File: src/design/simt_cfg.svh
`ifndef SIMT_CFG_SVH
`define SIMT_CFG_SVH

//////////////////////////////////////////////////
// slice dimensions
//////////////////////////////////////////////////

// lanes per warp
`define NUM_LANES 8

// warp id width, eight warps
`define WARP_W 3

// register index width, r0 hardwired to zero
`define REG_W 5

`define SCB_W 2   // scoreboard tag
`define DATA_W 32 // lane word

`endif

File: src/design/simt_pkg.sv
`include "simt_cfg.svh"

package simt_pkg;

    // instruction opcodes, bits 31:28 of the word
    typedef enum logic [3:0] {
        OP_ADD  = 4'd0,  OP_SUB  = 4'd1,  OP_MUL  = 4'd2,  OP_AND  = 4'd3,
        OP_OR   = 4'd4,  OP_XOR  = 4'd5,  OP_SHR  = 4'd6,  OP_SHL  = 4'd7,
        OP_ADDI = 4'd8,  OP_ANDI = 4'd9,  OP_ORI  = 4'd10, OP_XORI = 4'd11,
        OP_LID  = 4'd12, OP_BEQ  = 4'd13, OP_BLT  = 4'd14, OP_NOP  = 4'd15
    } opcode_e;

    // alu codes 0..7 line up with the register-form opcodes
    typedef enum logic [3:0] {
        ALU_ADD = 4'd0, ALU_SUB = 4'd1, ALU_MUL = 4'd2, ALU_AND = 4'd3,
        ALU_OR  = 4'd4, ALU_XOR = 4'd5, ALU_SHR = 4'd6, ALU_SHL = 4'd7,
        ALU_LID = 4'd8
    } alu_op_e;

    typedef struct packed {
        opcode_e           opcode;
        logic [`REG_W-1:0] rd;
        logic [`REG_W-1:0] rs;
        logic [`REG_W-1:0] rt;
        logic [12:0]       unused;
    } r_form_t;

    typedef struct packed {
        opcode_e            opcode;
        logic [`REG_W-1:0]  rd;
        logic [`REG_W-1:0]  rs;
        logic [1:0]         pad;
        logic signed [15:0] imm;   // also the branch target
    } i_form_t;

    // branches take rs/rt from r_form and the target from i_form
    typedef union packed {
        r_form_t r_form;
        i_form_t i_form;
    } instr_u;

endpackage

File: src/design/exec_if.sv
`timescale 1ns/1ps
`include "simt_cfg.svh"

// decoded instruction plus operands, collector -> alu
interface exec_if;
    import simt_pkg::*;

    logic                               valid;
    logic [`WARP_W-1:0]                 warp;
    logic [`NUM_LANES-1:0]              mask;
    logic [`REG_W-1:0]                  dst;
    logic [15:0]                        imm;
    logic                               imm_valid;
    logic                               reg_write;
    alu_op_e                            alu_op;
    logic                               beq;
    logic                               blt;
    logic [`SCB_W-1:0]                  scb;
    logic [`NUM_LANES-1:0][`DATA_W-1:0] src1;
    logic [`NUM_LANES-1:0][`DATA_W-1:0] src2;

    modport collector (output valid, warp, mask, dst, imm, imm_valid, reg_write,
                       output alu_op, beq, blt, scb, src1, src2);
    modport alu (input valid, warp, mask, dst, imm, imm_valid, reg_write,
                 input alu_op, beq, blt, scb, src1, src2);

endinterface

File: src/design/operand_collect.sv
`timescale 1ns/1ps
`include "simt_cfg.svh"

module operand_collect (
    input  logic                               clk,
    input  logic                               rst,
    input  logic                               issue_valid,
    input  logic [`WARP_W-1:0]                 issue_warp,
    input  logic [`NUM_LANES-1:0]              issue_mask,
    input  simt_pkg::instr_u                   issue_instr,
    input  logic [`SCB_W-1:0]                  issue_scb,
    output logic [`WARP_W-1:0]                 rd_warp,
    output logic [`REG_W-1:0]                  rd_rs,
    output logic [`REG_W-1:0]                  rd_rt,
    input  logic [`NUM_LANES-1:0][`DATA_W-1:0] rd_src1,
    input  logic [`NUM_LANES-1:0][`DATA_W-1:0] rd_src2,
    exec_if.collector                          exec
);
    import simt_pkg::*;

    opcode_e op;
    alu_op_e alu_op;
    logic    imm_valid;
    logic    reg_write;
    logic    beq;
    logic    blt;

    assign op      = issue_instr.r_form.opcode;
    assign rd_warp = issue_warp;
    assign rd_rs   = issue_instr.r_form.rs;
    assign rd_rt   = issue_instr.r_form.rt;

    //////////////////////////////////////////////////
    // decode
    //////////////////////////////////////////////////

    always_comb begin
        alu_op    = ALU_ADD;
        imm_valid = 1'b0;
        reg_write = 1'b0;
        beq       = 1'b0;
        blt       = 1'b0;
        case (op)
            OP_ADD, OP_SUB, OP_MUL, OP_AND, OP_OR, OP_XOR, OP_SHR, OP_SHL: begin
                alu_op    = alu_op_e'({1'b0, op[2:0]});   // codes match 1:1
                reg_write = 1'b1;
            end
            OP_ADDI, OP_ANDI, OP_ORI, OP_XORI: begin
                imm_valid = 1'b1;
                reg_write = 1'b1;
                case (op)
                    OP_ANDI: alu_op = ALU_AND;
                    OP_ORI:  alu_op = ALU_OR;
                    OP_XORI: alu_op = ALU_XOR;
                    default: alu_op = ALU_ADD;
                endcase
            end
            OP_LID: begin
                alu_op    = ALU_LID;
                reg_write = 1'b1;
            end
            OP_BEQ:  beq = 1'b1;
            OP_BLT:  blt = 1'b1;
            default: ;   // nop, valid travels but nothing retires
        endcase
    end

    always_ff @(posedge clk or negedge rst) begin
        if (!rst) begin
            exec.valid <= 1'b0;
        end else begin
            exec.valid <= issue_valid;
        end
    end

    // payload toward the alu
    always_ff @(posedge clk) begin
        exec.warp      <= issue_warp;
        exec.mask      <= issue_mask;
        exec.dst       <= issue_instr.r_form.rd;
        exec.imm       <= issue_instr.i_form.imm;
        exec.imm_valid <= imm_valid;
        exec.reg_write <= reg_write;
        exec.alu_op    <= alu_op;
        exec.beq       <= beq;
        exec.blt       <= blt;
        exec.scb       <= issue_scb;
        exec.src1      <= rd_src1;
        exec.src2      <= rd_src2;
    end

endmodule

File: src/flat_wrapper.sv
// flat-port wrapper written by rule: the top's interface ports become plain ports
module operand_collect_flat import simt_pkg::*;
  (clk, rst, issue_valid, issue_warp, issue_mask, issue_instr, issue_scb, rd_warp, rd_rs, rd_rt, rd_src1, rd_src2, exec_valid, exec_warp, exec_mask, exec_dst, exec_imm, exec_imm_valid, exec_reg_write, exec_alu_op, exec_beq, exec_blt, exec_scb, exec_src1, exec_src2);
  exec_if exec_i ();
  input  logic clk;
  input  logic rst;
  input  logic issue_valid;
  input  logic [`WARP_W-1:0] issue_warp;
  input  logic [`NUM_LANES-1:0] issue_mask;
  input  simt_pkg::instr_u issue_instr;
  input  logic [`SCB_W-1:0] issue_scb;
  output logic [`WARP_W-1:0] rd_warp;
  output logic [`REG_W-1:0] rd_rs;
  output logic [`REG_W-1:0] rd_rt;
  input  logic [`NUM_LANES-1:0][`DATA_W-1:0] rd_src1;
  input  logic [`NUM_LANES-1:0][`DATA_W-1:0] rd_src2;
  output wire logic [$bits(exec_i.valid)-1:0] exec_valid;
  output wire logic [$bits(exec_i.warp)-1:0] exec_warp;
  output wire logic [$bits(exec_i.mask)-1:0] exec_mask;
  output wire logic [$bits(exec_i.dst)-1:0] exec_dst;
  output wire logic [$bits(exec_i.imm)-1:0] exec_imm;
  output wire logic [$bits(exec_i.imm_valid)-1:0] exec_imm_valid;
  output wire logic [$bits(exec_i.reg_write)-1:0] exec_reg_write;
  output wire logic [$bits(exec_i.alu_op)-1:0] exec_alu_op;
  output wire logic [$bits(exec_i.beq)-1:0] exec_beq;
  output wire logic [$bits(exec_i.blt)-1:0] exec_blt;
  output wire logic [$bits(exec_i.scb)-1:0] exec_scb;
  output wire logic [$bits(exec_i.src1)-1:0] exec_src1;
  output wire logic [$bits(exec_i.src2)-1:0] exec_src2;
  assign exec_valid = exec_i.valid;
  assign exec_warp = exec_i.warp;
  assign exec_mask = exec_i.mask;
  assign exec_dst = exec_i.dst;
  assign exec_imm = exec_i.imm;
  assign exec_imm_valid = exec_i.imm_valid;
  assign exec_reg_write = exec_i.reg_write;
  assign exec_alu_op = exec_i.alu_op;
  assign exec_beq = exec_i.beq;
  assign exec_blt = exec_i.blt;
  assign exec_scb = exec_i.scb;
  assign exec_src1 = exec_i.src1;
  assign exec_src2 = exec_i.src2;
  operand_collect u_core (.clk(clk), .rst(rst), .issue_valid(issue_valid), .issue_warp(issue_warp), .issue_mask(issue_mask), .issue_instr(issue_instr), .issue_scb(issue_scb), .rd_warp(rd_warp), .rd_rs(rd_rs), .rd_rt(rd_rt), .rd_src1(rd_src1), .rd_src2(rd_src2), .exec(exec_i));
endmodule
File: config.mk
export PLATFORM = sky130hd
export DESIGN_NAME = operand_collect_flat
export DESIGN_NICKNAME = d
export VERILOG_FILES = /design/src/design/simt_pkg.sv /design/src/design/exec_if.sv /design/src/design/operand_collect.sv /design/src/flat_wrapper.sv
export VERILOG_INCLUDE_DIRS = /design/src /design/src/design
export SDC_FILE = /design/constraint.sdc
export NUM_CORES = 1
export LEC_CHECK = 0
export BUFFER_PORTS_ARGS = -buffer_cell sky130_fd_sc_hd__buf_4
export CORE_AREA = 2 2 434 436
export CTS_CLUSTER_DIAMETER = 200
export DETAILED_ROUTE_END_ITERATION = 8
export DIE_AREA = 0 0 436 438
export PLACE_DENSITY = 0.3
export SLEW_MARGIN = 10
export SYNTH_ARGS = -nofsm -noshare
export SYNTH_HDL_FRONTEND = slang
export SYNTH_SLANG_ARGS = --single-unit
File: constraint.sdc
create_clock -name clk -period 0.8 [get_ports clk]
set_input_delay 0.08 -clock clk [delete_from_list [all_inputs] [get_ports clk]]
set_output_delay 0.08 -clock clk [all_outputs]
set_load 0.005 [all_outputs]
==> results.sh <==
export IMPL_outcome="complete, but fails checks"
export IMPL_failed_checks="negative setup slack"
export IMPL_min_delay_path_class="input port to flop"
export IMPL_place_area_um2=22670
export IMPL_worst_slack_ps=-444.8
export IMPL_antenna_found_initial=141
export IMPL_yosysSeqAreaShare=0.9845
export IMPL_netlist_area_um2=11290
export IMPL_gr_usage_all_layers=0.1227
export IMPL_std_cell_rows=159
export IMPL_period_share=1.556
export IMPL_die_area_um2=191000
export IMPL_placeableCoreArea_um2=186600
export IMPL_post_route_util=0.1920
export IMPL_fin_area_um2=35830
export IMPL_cp_max_fo=1
export IMPL_drtIter0Drc=461
export IMPL_synthCells=579
export IMPL_fmax_ghz=0.8033
export IMPL_final_common_cell="dlygate4sd3_1"
export IMPL_crit_path_start_kind="flop"
export IMPL_cts_buffers=73
export IMPL_port_buffers=1113
export IMPL_initial_core_util=0.06051
export IMPL_htreeDepth=3
export IMPL_power_density_nw_per_um2=2095
export IMPL_drive_gt1_frac=0.6660
export IMPL_hold_viol=0
export IMPL_worst_setup_path_type="flop to primary output"
export IMPL_cap_violations=0
export IMPL_path_cells="buf_6"
export IMPL_vias=12880
export IMPL_crit_slowest_cell="dfrtp_1"
export IMPL_worst_pin_slew_ps=302.6
export IMPL_cp_end_kind="primary output"
export IMPL_syn_avg_cell_area_um2=19.50
export IMPL_gp_congestion=0.9287
export IMPL_clk_pin_slew_worst_paths_ps=60
export IMPL_synth_warnings=0
export IMPL_power_mw=75.05
export IMPL_maxSlewViolCount=0
export IMPL_cts_tree="built"
export IMPL_ant_nets=0
export IMPL_relSlewSlack=0.7976
export IMPL_die_w_um=436
export IMPL_cp_data_arrival_time_ps=1160
export IMPL_grt_max_degree=13
export IMPL_leakage_nw=15.26
export IMPL_cts_buffer_depth=3
export IMPL_place_inst=4174
export IMPL_firstDrtPassIters=4
export IMPL_path_buf_inv=1
export IMPL_cts_sinks=555
export IMPL_setup_violations=563
export IMPL_ys_seq_elements=555
export IMPL_avgRoutedWirePerCell_um=23.57
export IMPL_viasPerCell=2.500
export IMPL_place_ws_ps=124.6
export IMPL_syn_to_final_growth_pct=217.3
export IMPL_slowest_delay_ps=370
export IMPL_final_cell_mix="dlygate4sd3_1 (796), buf_4 (594), buf_6 (519)"
export IMPL_required_ps=720
export IMPL_num_io_pins=1128
export IMPL_post_route_min_period_ps=1245
export IMPL_cts_setup_buffers=0
export IMPL_grt_pass1_vias=13770
export IMPL_ys_types=12
export IMPL_synth_net_count=1139
export IMPL_rsz0062_at_grt="yes"
export IMPL_stdcell_count=5152
export IMPL_totalWireLength_um=121400
export IMPL_hpwl_um=104100
export IMPL_overflow=0
export IMPL_fin_tns_setup_ps=-213110
export IMPL_holdWs_ps=71.06
export IMPL_nets=3110
export IMPL_critPathTopFamily="flip-flops"
export IMPL_die_y_um=438
export IMPL_route_detailed_drc=0
export IMPL_cts_root_buffer="clkbuf_16"
export IMPL_grt_pass1_wl_um=150000
export IMPL_irDropWorstVdd_v=0.001459
## sequential cells by signal, indices dropped and copies added, names as in the netlist, 2 cells and up
signal,cells
u_core.exec.alu_op,4
u_core.exec.dst,5
u_core.exec.imm,16
u_core.exec.mask,8
u_core.exec.scb,2
u_core.exec.src1,256
u_core.exec.src2,256
u_core.exec.warp,3
## metal layers
layer / GRT usage / routed length (um) / vias to the layer above
met3: 0.05251 / 11890 / 237
met1: 0.1443 / 48090 / 5999
li1: - / - / 5821
met4: 0.03416 / 2858 / 102
met2: 0.2025 / 57980 / 720
met5: 0 / 609 / -
## Yosys cell counts (all sizes together)
cell type	instances	area [um2]
o211ai	1	7.510
dfrtp	1	25.02
nor3b	2	15.01
mux2i	1	10.01
nand2	1	3.750
nand3b	1	7.510
dfxtp	554	11090
buf	13	97.59
nor3	1	5.000
a21o	1	7.510
and2	1	6.260
and2b	2	15.01
## kinds of logic after synthesis
| kind of cell | after synthesis | share of synthesized area |
|---|---|---|
| AO/OA/AOI/OAI | 2 | 0.001330 |
| buffers and inverters | 13 | 0.008643 |
| AND/OR/NAND/NOR | 8 | 0.004653 |
| multiplexers | 1 | 0.0008866 |
| flip-flops | 555 | 0.9845 |
## where the power goes
part	switching, mW	internal, mW	total, mW
clock network	14.2	20.2	34.4
registers	0.736	29.4	30.2
logic	3.69	6.83	10.5
total	18.7	56.4	75.1
## final cells by class
class,count,area (um2)
antenna,52,130.1
clock buffer,99,2054
clock inverter,31,425.4
fill,20510,150800
multi-input combinational,11,77.57
sequential,555,11750
tap,2495,3122
timing repair buffer,1909,18270
## path summary, 6_finish.rpt
check | from | endpoint | slack, ps | depth (start not counted)
setup / recovery | u_core.exec.valid | exec_valid | -440 | 1
hold / removal | rd_src2[111] | u_core.exec.src2[111] | 70 | 2
max in group asynchronous | rst | u_core.exec.valid | 450 | 3
min in group asynchronous | rst | u_core.exec.valid | 240 | 3
## repair_timing
action / in CTS / in global routing
resized for setup: 810 / 215
gates cloned: 0 / 0
hold buffers: 795 / 1
endpoints found under the setup margin: 555 / 555
endpoints found under the hold margin: 556 / 1
Power figures use the tool's default switching activity.
