<file path="config.mk">
export PLATFORM = sky130hd
export DESIGN_NAME = writeback_route_flat
export DESIGN_NICKNAME = d
export VERILOG_FILES = /design/src/design/result_if.sv /design/src/design/writeback_route.sv /design/src/flat_wrapper.sv
export VERILOG_INCLUDE_DIRS = /design/src /design/src/design
export SDC_FILE = /design/constraint.sdc
export NUM_CORES = 1
export LEC_CHECK = 0
export BUFFER_PORTS_ARGS = -buffer_cell sky130_fd_sc_hd__buf_2
export CORE_AREA = 2 2 360 362
export DETAILED_ROUTE_END_ITERATION = 6
export DIE_AREA = 0 0 362 364
export HOLD_SLACK_MARGIN = 0.12
export SETUP_SLACK_MARGIN = 0.05
export SYNTH_ARGS = -nofsm -noshare
export SYNTH_HDL_FRONTEND = slang
export SYNTH_SLANG_ARGS = --single-unit
</file>
<file path="constraint.sdc">
create_clock -name clk -period 0.93 [get_ports clk]
set_input_delay 0.1395 -clock clk [delete_from_list [all_inputs] [get_ports clk]]
set_output_delay 0.1395 -clock clk [all_outputs]
set_load 0.005 [all_outputs]
</file>
<file path="src/design/simt_cfg.svh">
`ifndef SIMT_CFG_SVH
`define SIMT_CFG_SVH

//////////////////////////////////////////////////
// slice dimensions
//////////////////////////////////////////////////

// lanes per warp
`define NUM_LANES 8

// warp id width, eight warps
`define WARP_W 3

// register index width, r0 hardwired to zero
`define REG_W 5

`define SCB_W 2   // scoreboard tag
`define DATA_W 32 // lane word

`endif

</file>
<file path="src/design/result_if.sv">
`timescale 1ns/1ps
`include "simt_cfg.svh"

// alu results toward writeback
interface result_if;

    logic                               valid;
    logic [`WARP_W-1:0]                 warp;
    logic [`NUM_LANES-1:0]              mask;
    logic [`REG_W-1:0]                  dst;
    logic                               reg_write;
    logic [`NUM_LANES-1:0][`DATA_W-1:0] data;
    logic                               branch;
    logic [`NUM_LANES-1:0]              taken;
    logic [`DATA_W-1:0]                 target;   // same for every lane
    logic [`SCB_W-1:0]                  scb;

    modport driver (output valid, warp, mask, dst, reg_write, data,
                    output branch, taken, target, scb);
    modport receiver (input valid, warp, mask, dst, reg_write, data,
                      input branch, taken, target, scb);

endinterface

</file>
<file path="src/design/writeback_route.sv">
`timescale 1ns/1ps
`include "simt_cfg.svh"

module writeback_route (
    input  logic                               clk,
    input  logic                               rst,
    result_if.receiver                         res,
    output logic                               wr_en,
    output logic [`WARP_W-1:0]                 wr_warp,
    output logic [`REG_W-1:0]                  wr_dst,
    output logic [`NUM_LANES-1:0]              wr_mask,
    output logic [`NUM_LANES-1:0][`DATA_W-1:0] wr_data,
    output logic                               wb_valid,
    output logic [`WARP_W-1:0]                 wb_warp,
    output logic [`REG_W-1:0]                  wb_dst,
    output logic [`NUM_LANES-1:0]              wb_mask,
    output logic [`NUM_LANES-1:0][`DATA_W-1:0] wb_data,
    output logic                               br_valid,
    output logic [`WARP_W-1:0]                 br_warp,
    output logic [`NUM_LANES-1:0]              br_taken,
    output logic [`DATA_W-1:0]                 br_target,
    output logic                               scb_clear_valid,
    output logic [`WARP_W-1:0]                 scb_clear_warp,
    output logic [`SCB_W-1:0]                  scb_clear_id
);

    logic                               wb_q;
    logic                               br_q;
    logic [`WARP_W-1:0]                 warp_q;
    logic [`REG_W-1:0]                  dst_q;
    logic [`NUM_LANES-1:0]              mask_q;
    logic [`NUM_LANES-1:0][`DATA_W-1:0] data_q;
    logic [`NUM_LANES-1:0]              taken_q;
    logic [`DATA_W-1:0]                 target_q;
    logic [`SCB_W-1:0]                  scb_q;

    // split by kind, nop sets neither
    always_ff @(posedge clk or negedge rst) begin
        if (!rst) begin
            wb_q <= 1'b0;
            br_q <= 1'b0;
        end else begin
            wb_q <= res.valid & res.reg_write;
            br_q <= res.valid & res.branch;
        end
    end

    always_ff @(posedge clk) begin
        warp_q   <= res.warp;
        dst_q    <= res.dst;
        mask_q   <= res.mask;
        data_q   <= res.data;
        taken_q  <= res.taken;
        target_q <= res.target;
        scb_q    <= res.scb;
    end

    //////////////////////////////////////////////////
    // register file write and writeback ports
    //////////////////////////////////////////////////

    assign wr_en    = wb_q;
    assign wr_warp  = warp_q;
    assign wr_dst   = dst_q;
    assign wr_mask  = mask_q;
    assign wr_data  = data_q;

    assign wb_valid = wb_q;
    assign wb_warp  = warp_q;
    assign wb_dst   = dst_q;
    assign wb_mask  = mask_q;
    assign wb_data  = data_q;

    // branches retire here, so their scoreboard entry clears with them
    assign br_valid        = br_q;
    assign br_warp         = warp_q;
    assign br_taken        = taken_q;
    assign br_target       = target_q;
    assign scb_clear_valid = br_q;
    assign scb_clear_warp  = warp_q;
    assign scb_clear_id    = scb_q;

endmodule

</file>
<file path="src/flat_wrapper.sv">
// flat-port wrapper written by rule: the top's interface ports become plain ports
module writeback_route_flat 
  (clk, rst, wr_en, wr_warp, wr_dst, wr_mask, wr_data, wb_valid, wb_warp, wb_dst, wb_mask, wb_data, br_valid, br_warp, br_taken, br_target, scb_clear_valid, scb_clear_warp, scb_clear_id, res_valid, res_warp, res_mask, res_dst, res_reg_write, res_data, res_branch, res_taken, res_target, res_scb);
  result_if res_i ();
  input  logic clk;
  input  logic rst;
  output logic wr_en;
  output logic [`WARP_W-1:0] wr_warp;
  output logic [`REG_W-1:0] wr_dst;
  output logic [`NUM_LANES-1:0] wr_mask;
  output logic [`NUM_LANES-1:0][`DATA_W-1:0] wr_data;
  output logic wb_valid;
  output logic [`WARP_W-1:0] wb_warp;
  output logic [`REG_W-1:0] wb_dst;
  output logic [`NUM_LANES-1:0] wb_mask;
  output logic [`NUM_LANES-1:0][`DATA_W-1:0] wb_data;
  output logic br_valid;
  output logic [`WARP_W-1:0] br_warp;
  output logic [`NUM_LANES-1:0] br_taken;
  output logic [`DATA_W-1:0] br_target;
  output logic scb_clear_valid;
  output logic [`WARP_W-1:0] scb_clear_warp;
  output logic [`SCB_W-1:0] scb_clear_id;
  input wire logic [$bits(res_i.valid)-1:0] res_valid;
  input wire logic [$bits(res_i.warp)-1:0] res_warp;
  input wire logic [$bits(res_i.mask)-1:0] res_mask;
  input wire logic [$bits(res_i.dst)-1:0] res_dst;
  input wire logic [$bits(res_i.reg_write)-1:0] res_reg_write;
  input wire logic [$bits(res_i.data)-1:0] res_data;
  input wire logic [$bits(res_i.branch)-1:0] res_branch;
  input wire logic [$bits(res_i.taken)-1:0] res_taken;
  input wire logic [$bits(res_i.target)-1:0] res_target;
  input wire logic [$bits(res_i.scb)-1:0] res_scb;
  assign res_i.valid = res_valid;
  assign res_i.warp = res_warp;
  assign res_i.mask = res_mask;
  assign res_i.dst = res_dst;
  assign res_i.reg_write = res_reg_write;
  assign res_i.data = res_data;
  assign res_i.branch = res_branch;
  assign res_i.taken = res_taken;
  assign res_i.target = res_target;
  assign res_i.scb = res_scb;
  writeback_route u_core (.clk(clk), .rst(rst), .res(res_i), .wr_en(wr_en), .wr_warp(wr_warp), .wr_dst(wr_dst), .wr_mask(wr_mask), .wr_data(wr_data), .wb_valid(wb_valid), .wb_warp(wb_warp), .wb_dst(wb_dst), .wb_mask(wb_mask), .wb_data(wb_data), .br_valid(br_valid), .br_warp(br_warp), .br_taken(br_taken), .br_target(br_target), .scb_clear_valid(scb_clear_valid), .scb_clear_warp(scb_clear_warp), .scb_clear_id(scb_clear_id));
endmodule
</file>
==> impl_metrics.xml, run 1 <==
<?xml version="1.0" encoding="UTF-8"?>
<metrics>
  <group name="drt">
    <metric name="drcViolationCount" unit="">0</metric>
    <metric name="detail_route.vias_per_cell" unit="">2.61</metric>
    <metric name="dr.pass1.iters" unit="">4</metric>
    <metric name="antenna_violating_nets_post_route" unit="">0</metric>
    <metric name="wirelength" unit="um">86300</metric>
    <metric name="route.detailed.wl_per_inst" unit="um">25.3</metric>
    <metric name="drt_first_iter_violations" unit="">357</metric>
    <metric name="via_count" unit="">8906</metric>
  </group>
  <group name="sta">
    <metric name="max_slew.worst_pin.slew" unit="ns">0.343</metric>
    <metric name="fin_ws" unit="ns">-0.429</metric>
    <metric name="final_min_period_over_clock_period" unit="%">146</metric>
    <metric name="layout_min_cycle_time" unit="ns">1.36</metric>
    <metric name="maxSlewViolCount" unit="">0</metric>
    <metric name="hold_viol_final" unit="">0</metric>
    <metric name="grt_setup_unrepaired" unit="">yes</metric>
    <metric name="max_freq" unit="MHz">736</metric>
    <metric name="slew_headroom" unit="%">77.1</metric>
    <metric name="setup_viol_count_final" unit="">596</metric>
  </group>
  <group name="cts">
    <metric name="clockRootBuffer" unit="">clkbuf_16</metric>
    <metric name="num_cts_buffers" unit="">39</metric>
    <metric name="clk_pin_slew" unit="ns">0.06</metric>
    <metric name="cts_buffer_depth" unit="">3</metric>
    <metric name="numClockSinks" unit="">316</metric>
    <metric name="cts_tree" unit="">yes</metric>
    <metric name="ctsHtreeMaxLevel" unit="">2</metric>
  </group>
  <group name="synthesis">
    <metric name="yosys.cell_count.top_type" unit="">dfxtp_1</metric>
    <metric name="yosys_warnings" unit="">0</metric>
    <metric name="synth.cell_area" unit="um^2">8450</metric>
    <metric name="netlist_instances" unit="">598</metric>
    <metric name="synth.avg_cell_area" unit="um^2">14.1</metric>
    <metric name="flip_flop_and_latch_count_after_synthesis" unit="">316</metric>
    <metric name="ys_types" unit="">4</metric>
    <metric name="postSynth.asyncResetShare" unit="%">0.633</metric>
    <metric name="synth.yosys.seq_area_share" unit="%">75.0</metric>
    <metric name="synth.area.top_cells" unit="">dfxtp_1, buf_4, dfrtp_1</metric>
    <metric name="synth_common_cells" unit="">dfxtp_1, buf_4, and2_1, dfrtp_1</metric>
    <metric name="synth_area_leader_cell" unit="">dfxtp_1</metric>
    <metric name="ys_dominant_reg_cell" unit="">dfxtp_1</metric>
    <metric name="post_synth_top_area_share" unit="%">74.4</metric>
    <metric name="synth_fp_nets" unit="">917</metric>
    <metric name="number_of_flops_mapped_to_enable_cells_by_yosys" unit="">0</metric>
  </group>
  <group name="floorplan">
    <metric name="initial_cell_density_of_the_core" unit="%">6.59</metric>
    <metric name="boundary_pin_count" unit="">915</metric>
    <metric name="fp.dieW" unit="um">362</metric>
    <metric name="design.core.area" unit="um^2">128000</metric>
    <metric name="die_area" unit="um^2">132000</metric>
    <metric name="die_y" unit="um">364</metric>
    <metric name="std_cell_rows" unit="">132</metric>
  </group>
  <group name="critical_path">
    <metric name="startpoint_type" unit="">flop</metric>
    <metric name="critPathMaxStageDelay" unit="ns">0.35</metric>
    <metric name="critPathSlowestCell" unit="">dfxtp_2</metric>
    <metric name="type_of_the_worst_setup_path" unit="">reg -&gt; out</metric>
    <metric name="timing.critical_path.cells" unit="">buf_8 -&gt; buf_6</metric>
    <metric name="critPathRequiredTime" unit="ns">0.79</metric>
    <metric name="critical_path.max_fanout" unit="">2</metric>
    <metric name="timing.critical_path.to_type" unit="">primary output</metric>
    <metric name="worstPathArrival" unit="ns">1.22</metric>
  </group>
  <group name="placed_design">
    <metric name="numPortBuffers" unit="">914</metric>
    <metric name="placed_cell_area" unit="um^2">13000</metric>
    <metric name="finalWeightedCongestion" unit="">1.07</metric>
    <metric name="hpwlAfterDp" unit="um">72200</metric>
    <metric name="placement.setup.worst_slack" unit="ns">-0.131</metric>
  </group>
  <group name="global_routing">
    <metric name="grt_pass1_vias" unit="">8873</metric>
    <metric name="global_route.usage.total" unit="%">12.2</metric>
    <metric name="grt_antenna_before_repair" unit="">112</metric>
    <metric name="wire_length_of_the_first_global_routing_pass" unit="um">102000</metric>
    <metric name="grt_remaining_overflow" unit="">0</metric>
    <metric name="grt_start_max_net_pins" unit="">14</metric>
  </group>
  <group name="finish">
    <metric name="nNetsFinal" unit="">1993</metric>
    <metric name="design_area" unit="um^2">21400</metric>
    <metric name="post_route_cells_drive_above_1_share" unit="%">74.9</metric>
    <metric name="area.growth.synth_to_final" unit="%">154</metric>
    <metric name="finish.utilization" unit="%">16.7</metric>
  </group>
  <group name="run_status">
    <metric name="outcome" unit="">finished with violations</metric>
    <metric name="failed_checks" unit="">setup timing</metric>
  </group>
  <group name="pwr">
    <metric name="ir_drop" unit="uV">1360</metric>
    <metric name="p_per_area" unit="nW/um^2">1700</metric>
    <metric name="pnr_total_power" unit="W">0.0365</metric>
    <metric name="power.leakage" unit="nW">9.47</metric>
  </group>
  <group name="worst_hold_path">
    <metric name="hp-class" unit="">in -&gt; reg</metric>
  </group>
  <group name="run">
    <metric name="cap_viol_max_count" unit="">0</metric>
  </group>
</metrics>
## kinds of logic (layout without fill, tap and decap cells)
kind of cell           Yosys count  after routing  share of synthesized area [%]
buffers and inverters          280           1386                           24.9
DFF                            316            316                           75.0
other                            0             36                              0
and+or+nand+nor                  2              2                          0.148
## metal layers
metal,vias up,track usage (%),routed length (um)
li1,3782,-,-
met5,-,0,801
met2,619,19.4,38400
met3,248,7.56,12200
met4,122,3.42,3180
met1,4135,13.6,31800
## flip-flops by register name (all words and copies together), names as in the netlist
register and cells:
u_core.br_taken 8, u_core.br_target 32, u_core.wb_valid 1, u_core.wb_data 256, u_core.scb_clear_id 2, u_core.wb_dst 5
u_core.br_valid 1, u_core.wb_mask 8, u_core.br_warp 3
## area by class of cell
type                       instances  area [um^2]
fill                           14000       107000
timing repair buffer            1315        11200
sequential                       316         6770
tap                             1675         2100
clock buffer                      55         1140
clock inverter                    16          161
antenna                           36         90.1
multi-input combinational          2         12.5
## cells in the final DEF (no fill, tap or decap), types with 3 or more instances in the layout
cell	count
clkbuf_8	8
dfxtp_2	269
clkinv_4	4
buf_6	383
dfxtp_1	18
buf_2	516
dlygate4sd3_1	399
clkbuf_16	40
dfxtp_4	27
buf_8	13
clkinv_2	4
buf_12	3
diode_2	36
clkbuf_1	7
## through the flow
step / TNS (ns) / hold WS (ns) / instances
3_5_place_dp: -0.502 / -0.00498 / 2909
6_report: -156.40 / 0.176 / 3415
4_1_cts: -196.46 / 0.120 / 3379
5_1_grt: -193.64 / 0.132 / 3396
2_1_floorplan: 0 / -0.156 / 598
3_3_place_gp: -0.506 / 0.000118 / 2909
## what timing repair did
item / 4_1_cts / 5_1_grt
setup buffers: 0 / 0
setup endpoints to repair: 596 / 596
resized for setup: 712 / 165
gates cloned: 0 / 0
hold endpoints to repair: 318 / 0
hold buffers: 399 / 0
## final timing paths
path | startpoint | endpoint | slack [ns] | cells after the start
max in group asynchronous | rst | u_core.wb_valid$_DFF_PN0_ | 0.19 | 3
min in group asynchronous | rst | u_core.br_valid$_DFF_PN0_ | 0.49 | 3
worst min-delay path | res_data[167] | u_core.wb_data[167]$_DFF_P_ | 0.18 | 2
worst max-delay path | u_core.br_warp[1]$_DFF_P_ | scb_clear_warp[1] | -0.43 | 2
## power breakdown
group | switching (W) | internal, W
Sequential | 0.000653 | 0.0144
Clock | 0.00683 | 0.00891
Combinational | 0.00219 | 0.00349
Total | 0.00968 | 0.0268
## critical path, delay by kind of cell (launching register included)
family	cells	cell delay [ns]
DFF	1	0.35
buffers and inverters	2	0.25
Note: power is estimated with default switching activity, not from simulation.
==> run 2, diff against run 1 <==
- BUFFER_PORTS_ARGS: -buffer_cell sky130_fd_sc_hd__buf_2 -> -buffer_cell sky130_fd_sc_hd__clkbuf_2
- CORE_AREA: 2 2 360 362 -> 2 2 354 356
- DIE_AREA: 0 0 362 364 -> 0 0 356 358
- clock period: 0.93 -> 1.4 ns (I/O delays scaled with it)
==> run 2 against run 1 <==
Highest routed layer unchanged. Final cell count down 3.9%. The flow now finishes without violations. Flip-flop and latch count did not move. Utilization decreased by 1.1 points. Non-clock buffer count down 81. Sequential share of layout area is 2.6 points higher.
==> impl_metrics.xml, run 2 (synthesis gave the netlist of run 1 again) <==
<?xml version="1.0" encoding="UTF-8"?>
<metrics>
  <group name="drt">
    <metric name="drcViolationCount" unit="">0</metric>
    <metric name="drt_first_iter_violations" unit="">295</metric>
    <metric name="dr.pass1.iters" unit="">4</metric>
    <metric name="antenna_violating_nets_post_route" unit="">0</metric>
    <metric name="wirelength" unit="um">79300</metric>
    <metric name="via_count" unit="">8235</metric>
    <metric name="route.detailed.wl_per_inst" unit="um">24.2</metric>
    <metric name="detail_route.vias_per_cell" unit="">2.51</metric>
  </group>
  <group name="global_routing">
    <metric name="grt_pass1_vias" unit="">8204</metric>
    <metric name="global_route.usage.total" unit="%">11.7</metric>
    <metric name="grt_start_max_net_pins" unit="">14</metric>
    <metric name="global_route.usage.met1" unit="%">14.4</metric>
    <metric name="grt_remaining_overflow" unit="">0</metric>
    <metric name="grt_antenna_before_repair" unit="">83</metric>
    <metric name="wire_length_of_the_first_global_routing_pass" unit="um">93800</metric>
    <metric name="met2_usage" unit="%">17.8</metric>
    <metric name="met3_routing_resource_usage_after_global_routing" unit="%">6.49</metric>
    <metric name="global_route.peak_usage_layer" unit="">met2</metric>
  </group>
  <group name="cts">
    <metric name="clk_pin_slew" unit="ns">0.08</metric>
    <metric name="ctsHtreeMaxLevel" unit="">2</metric>
    <metric name="numClockSinks" unit="">316</metric>
    <metric name="cts_buffer_depth" unit="">3</metric>
    <metric name="cts_setup_buffers" unit="">0</metric>
    <metric name="num_cts_buffers" unit="">40</metric>
    <metric name="clockRootBuffer" unit="">clkbuf_16</metric>
    <metric name="cts_tree" unit="">yes</metric>
  </group>
  <group name="pwr">
    <metric name="power_frac_seq" unit="%">41.3</metric>
    <metric name="share_comb_of_total_power" unit="%">13.4</metric>
    <metric name="share_clk_of_total_power" unit="%">45.3</metric>
    <metric name="p_per_area" unit="nW/um^2">1240</metric>
    <metric name="switching_power" unit="W">0.00611</metric>
    <metric name="ir_drop" unit="uV">1400</metric>
    <metric name="power.leakage" unit="nW">8.97</metric>
    <metric name="intPower" unit="W">0.0179</metric>
    <metric name="p_sw_share" unit="%">25.5</metric>
  </group>
  <group name="critical_path">
    <metric name="timing.critical_path.cells" unit="">buf_6</metric>
    <metric name="type_of_the_worst_setup_path" unit="">reg -&gt; out</metric>
    <metric name="critPathMaxStageDelay" unit="ns">0.42</metric>
    <metric name="worstPathArrival" unit="ns">1.14</metric>
    <metric name="worstPathBufferInverterCount" unit="">1</metric>
    <metric name="critical_path.max_fanout" unit="">2</metric>
    <metric name="critPathRequiredTime" unit="ns">1.19</metric>
    <metric name="startpoint_type" unit="">flop</metric>
    <metric name="critPathSlowestCell" unit="">dfxtp_4</metric>
    <metric name="critPathTopFamily" unit="">flip-flops</metric>
    <metric name="timing.critical_path.to_type" unit="">primary output</metric>
  </group>
  <group name="finish">
    <metric name="fin_cells" unit="">3281</metric>
    <metric name="area.growth.synth_to_final" unit="%">128</metric>
    <metric name="post_route_cells_drive_above_1_share" unit="%">70.1</metric>
    <metric name="layout_common_cells" unit="">clkbuf_2, dlygate4sd3_1, dfxtp_1, dfxtp_2, buf_8</metric>
    <metric name="nNetsFinal" unit="">1913</metric>
    <metric name="most_common_cell_after_layout_fill_and_taps_aside" unit="">clkbuf_2</metric>
    <metric name="layout.filler_cells" unit="">13700</metric>
    <metric name="finish.utilization" unit="%">15.6</metric>
    <metric name="largest_reg_flops" unit="">256</metric>
  </group>
  <group name="placed_design">
    <metric name="numPortBuffers" unit="">914</metric>
    <metric name="placed_cells_incl_taps" unit="">2869</metric>
    <metric name="hpwlAfterDp" unit="um">70000</metric>
    <metric name="finalWeightedCongestion" unit="">0.923</metric>
  </group>
  <group name="run_status">
    <metric name="outcome" unit="">complete, no violations</metric>
  </group>
  <group name="sta">
    <metric name="setup_viol_count_final" unit="">0</metric>
    <metric name="hold_viol_final" unit="">0</metric>
    <metric name="layout_min_cycle_time" unit="ns">1.35</metric>
    <metric name="slew_headroom" unit="%">68.5</metric>
    <metric name="max_slew.worst_pin.slew" unit="ns">0.470</metric>
    <metric name="max_freq" unit="MHz">742</metric>
    <metric name="fin_worst_hold_slack" unit="ns">0.239</metric>
    <metric name="grt_setup_unrepaired" unit="">yes</metric>
    <metric name="maxSlewViolCount" unit="">0</metric>
    <metric name="final_min_period_over_clock_period" unit="%">96.3</metric>
  </group>
  <group name="run">
    <metric name="cap_viol_max_count" unit="">0</metric>
  </group>
  <group name="floorplan">
    <metric name="initial_cell_density_of_the_core" unit="%">6.85</metric>
    <metric name="boundary_pin_count" unit="">915</metric>
    <metric name="design.core.area" unit="um^2">123000</metric>
    <metric name="die_area" unit="um^2">127000</metric>
    <metric name="fp.dieW" unit="um">356</metric>
    <metric name="die_y" unit="um">358</metric>
    <metric name="std_cell_rows" unit="">129</metric>
  </group>
  <group name="worst_hold_path">
    <metric name="hold_path.startpoint" unit="">res_data[196]</metric>
    <metric name="hold_path_end" unit="">u_core.wb_data[196]$_DFF_P_</metric>
    <metric name="hold_path_depth" unit="">2</metric>
    <metric name="hp-class" unit="">in -&gt; reg</metric>
  </group>
</metrics>
-- run 2: cell type report --
cell class	instances	area [um^2]	area share [%]
timing repair buffer	1234	9200	47.7
sequential	316	6600	34.2
tap	1637	2050	10.6
clock buffer	49	1090	5.68
clock inverter	20	262	1.36
antenna	23	57.6	0.299
multi-input combinational	2	12.5	0.0649
-- run 2: repair_timing --
item                                    in CTS  in global routing
resized for setup                          410                110
hold buffers                               320                  0
endpoints found under the hold margin      318                  0
endpoints found under the setup margin     215                118
-- run 2: worst max-delay path by stage --
stage,from,endpoint,slack (ns),cells after the start
2_1_floorplan,u_core.br_valid$_DFF_PN0_,scb_clear_valid,0.69,1
3_3_place_gp,u_core.br_warp[2]$_DFF_P_,br_warp[2],0.39,1
3_5_place_dp,u_core.br_warp[2]$_DFF_P_,br_warp[2],0.38,1
4_1_cts,u_core.br_warp[2]$_DFF_P_,br_warp[2],-0.02,1
5_1_grt,u_core.wb_data[0]$_DFF_P_,wr_data[0],0.002,1
6_report,u_core.wb_data[199]$_DFF_P_,wr_data[199],0.05,1
-- run 2: metrics by stage --
stage	power (W)	instance area, um^2	TNS, ns	setup WS [ns]
3_5_place_dp	0.0119	13000	0	0.380
4_1_cts	0.0243	19000	-0.135	-0.0214
5_1_grt	0.0250	19200	0	0.00218
2_1_floorplan	0.0106	8450	0	0.692
3_3_place_gp	0.0119	13000	0	0.388
6_report	0.0240	19300	0	0.0520
-- run 2: power by group through the flow --
stage	Sequential (W)	Combinational, W	Clock, W
floorplan	0.00996	0.000639	0
global placement	0.00998	0.00191	0
detailed placement	0.0100	0.00190	0
CTS	0.00987	0.00320	0.0113
global route	0.00994	0.00341	0.0116
finish	0.00989	0.00322	0.0109
-- run 2: layer usage --
layer / vias to the layer above / wire length [um] / share of wire, %
met3: 181 / 9910 / 12
met2: 562 / 34400 / 43
met5: - / 655 / 0.83
met1: 3798 / 32300 / 41
li1: 3596 / - / -
met4: 98 / 1940 / 2.4
==> run 3, diff against run 2 <==
- CTS_BUF_LIST: default -> sky130_fd_sc_hd__clkbuf_4 sky130_fd_sc_hd__clkbuf_8 sky130_fd_sc_hd__clkbuf_16
==> run 3 against run 2 <==
First-iteration DRC count is 2.4% higher. Final cell count is 0.18% higher. Die area stayed put. Critical path depth stayed put. Hold slack better by 0.0020 ns. Utilization hardly changed. Fmax is 0.36% higher. Clock power hardly changed. Worst setup slack better by 0.0049 ns. Global-route usage hardly changed. Largest power group unchanged.
==> impl_metrics.xml, run 3 (synthesis gave the netlist of run 1 again) <==
<?xml version="1.0" encoding="UTF-8"?>
<metrics>
  <group name="pwr">
    <metric name="intPower" unit="W">0.0179</metric>
    <metric name="switching_power" unit="W">0.00611</metric>
    <metric name="power.leakage" unit="nW">8.98</metric>
    <metric name="share_clk_of_total_power" unit="%">45.5</metric>
    <metric name="pnr_total_power" unit="W">0.0240</metric>
    <metric name="p_per_area" unit="nW/um^2">1250</metric>
    <metric name="power_frac_seq" unit="%">41.2</metric>
    <metric name="p_sw_share" unit="%">25.4</metric>
    <metric name="ir_drop" unit="uV">1400</metric>
    <metric name="share_comb_of_total_power" unit="%">13.4</metric>
  </group>
  <group name="placed_design">
    <metric name="finalWeightedCongestion" unit="">0.923</metric>
    <metric name="placement.setup.worst_slack" unit="ns">0.380</metric>
    <metric name="hpwlAfterDp" unit="um">70000</metric>
    <metric name="numPortBuffers" unit="">914</metric>
    <metric name="placed_cells_incl_taps" unit="">2869</metric>
  </group>
  <group name="sta">
    <metric name="max_freq" unit="MHz">745</metric>
    <metric name="fin_ws" unit="ns">0.0569</metric>
    <metric name="setup_viol_count_final" unit="">0</metric>
    <metric name="grt_setup_unrepaired" unit="">yes</metric>
    <metric name="hold_viol_final" unit="">0</metric>
    <metric name="tns" unit="ns">0</metric>
    <metric name="layout_min_cycle_time" unit="ns">1.34</metric>
    <metric name="final_min_period_over_clock_period" unit="%">95.9</metric>
    <metric name="slew_headroom" unit="%">68.0</metric>
    <metric name="max_slew.worst_pin.slew" unit="ns">0.478</metric>
    <metric name="maxSlewViolCount" unit="">0</metric>
  </group>
  <group name="run_status">
    <metric name="outcome" unit="">complete, no violations</metric>
  </group>
  <group name="drt">
    <metric name="route.detailed.wl_per_inst" unit="um">24.1</metric>
    <metric name="dr.pass1.iters" unit="">4</metric>
    <metric name="via_count" unit="">8285</metric>
    <metric name="drcViolationCount" unit="">0</metric>
    <metric name="drt_first_iter_violations" unit="">302</metric>
    <metric name="antenna_violating_nets_post_route" unit="">0</metric>
    <metric name="wirelength" unit="um">79300</metric>
    <metric name="detail_route.vias_per_cell" unit="">2.52</metric>
  </group>
  <group name="run">
    <metric name="cap_viol_max_count" unit="">0</metric>
  </group>
  <group name="finish">
    <metric name="post_route_cells_drive_above_1_share" unit="%">70.3</metric>
    <metric name="fin_cells" unit="">3287</metric>
    <metric name="layout.filler_cells" unit="">13700</metric>
    <metric name="finish.utilization" unit="%">15.6</metric>
    <metric name="most_common_cell_after_layout_fill_and_taps_aside" unit="">clkbuf_2</metric>
    <metric name="largest_reg_flops" unit="">256</metric>
    <metric name="nNetsFinal" unit="">1913</metric>
    <metric name="layout_common_cells" unit="">clkbuf_2, dlygate4sd3_1, dfxtp_1, dfxtp_2, buf_8</metric>
    <metric name="area.growth.synth_to_final" unit="%">128</metric>
  </group>
  <group name="cts">
    <metric name="clockRootBuffer" unit="">clkbuf_16</metric>
    <metric name="cts_tree" unit="">yes</metric>
    <metric name="num_cts_buffers" unit="">40</metric>
    <metric name="cts_setup_buffers" unit="">0</metric>
    <metric name="numClockSinks" unit="">316</metric>
    <metric name="ctsHtreeMaxLevel" unit="">2</metric>
    <metric name="clk_pin_slew" unit="ns">0.08</metric>
    <metric name="cts_buffer_depth" unit="">3</metric>
  </group>
  <group name="global_routing">
    <metric name="grt_start_max_net_pins" unit="">14</metric>
    <metric name="global_route.usage.total" unit="%">11.7</metric>
    <metric name="grt_remaining_overflow" unit="">0</metric>
    <metric name="grt_antenna_before_repair" unit="">86</metric>
    <metric name="grt_pass1_vias" unit="">8202</metric>
    <metric name="wire_length_of_the_first_global_routing_pass" unit="um">93800</metric>
  </group>
  <group name="critical_path">
    <metric name="worstPathBufferInverterCount" unit="">1</metric>
    <metric name="critPathTopFamily" unit="">flip-flops</metric>
    <metric name="timing.critical_path.to_type" unit="">primary output</metric>
    <metric name="startpoint_type" unit="">flop</metric>
    <metric name="type_of_the_worst_setup_path" unit="">reg -&gt; out</metric>
    <metric name="timing.critical_path.cells" unit="">buf_6</metric>
    <metric name="worstPathArrival" unit="ns">1.13</metric>
    <metric name="critPathSlowestCell" unit="">dfxtp_4</metric>
    <metric name="critPathRequiredTime" unit="ns">1.19</metric>
    <metric name="critical_path.max_fanout" unit="">2</metric>
    <metric name="critPathMaxStageDelay" unit="ns">0.42</metric>
  </group>
  <group name="floorplan">
    <metric name="die_area" unit="um^2">127000</metric>
    <metric name="boundary_pin_count" unit="">915</metric>
    <metric name="std_cell_rows" unit="">129</metric>
    <metric name="fp.dieW" unit="um">356</metric>
    <metric name="die_y" unit="um">358</metric>
    <metric name="design.core.area" unit="um^2">123000</metric>
    <metric name="initial_cell_density_of_the_core" unit="%">6.85</metric>
  </group>
  <group name="worst_hold_path">
    <metric name="hp-class" unit="">in -&gt; reg</metric>
  </group>
</metrics>
## run 3: changes by cell type in the layout (fill, tap and decap cells not counted), sizes merged
cell | before | now
diode | 23 | 29
## run 3: final timing paths
path | from | end | slack (ns) | cells past startpoint
worst max-delay path | u_core.wb_data[199]$_DFF_P_ | wr_data[199] | 0.06 | 1
max in group asynchronous | rst | u_core.wb_valid$_DFF_PN0_ | 0.42 | 3
worst min-delay path | res_data[196] | u_core.wb_data[196]$_DFF_P_ | 0.24 | 2
min in group asynchronous | rst | u_core.br_valid$_DFF_PN0_ | 0.64 | 3
## run 3: area by class of cell
| type | instances | area [um^2] | area share, % |
|---|---|---|---|
| multi-input combinational | 2 | 12.5 | 0.0649 |
| sequential | 316 | 6590 | 34.2 |
| timing repair buffer | 1234 | 9200 | 47.7 |
| tap | 1637 | 2050 | 10.6 |
| antenna | 29 | 72.6 | 0.376 |
| clock inverter | 20 | 262 | 1.36 |
| clock buffer | 49 | 1110 | 5.73 |
## run 3: metal layers
layer	up-vias	GRT usage, %	wire length, um
met4	92	2.53	1940
met3	177	6.44	9620
met2	569	17.7	34400
li1	3603	-	-
met1	3844	14.4	32700
met5	-	0	597
## run 3: repair_timing
| item | CTS | global route |
|---|---|---|
| hold buffers | 320 | 0 |
| setup endpoints to repair | 215 | 118 |
| endpoints found under the hold margin | 318 | 0 |
| gates resized for setup | 410 | 108 |
## run 3: through the flow
stage / area [um^2] / hold slack [ns]
after global routing: 19300 / 0.204
after global placement: 13000 / 0.115
after CTS: 19000 / 0.175
after detailed placement: 13000 / 0.110
after floorplan: 8450 / -0.0856
final: 19300 / 0.241
## run 3: power by group through the flow
| stage | Sequential [W] | Clock (W) | Combinational (W) |
|---|---|---|---|
| floorplan | 0.00996 | 0 | 0.000639 |
| global placement | 0.00998 | 0 | 0.00191 |
| detailed placement | 0.0100 | 0 | 0.00190 |
| CTS | 0.00987 | 0.0113 | 0.00320 |
| global route | 0.00995 | 0.0117 | 0.00341 |
| finish | 0.00989 | 0.0109 | 0.00321 |
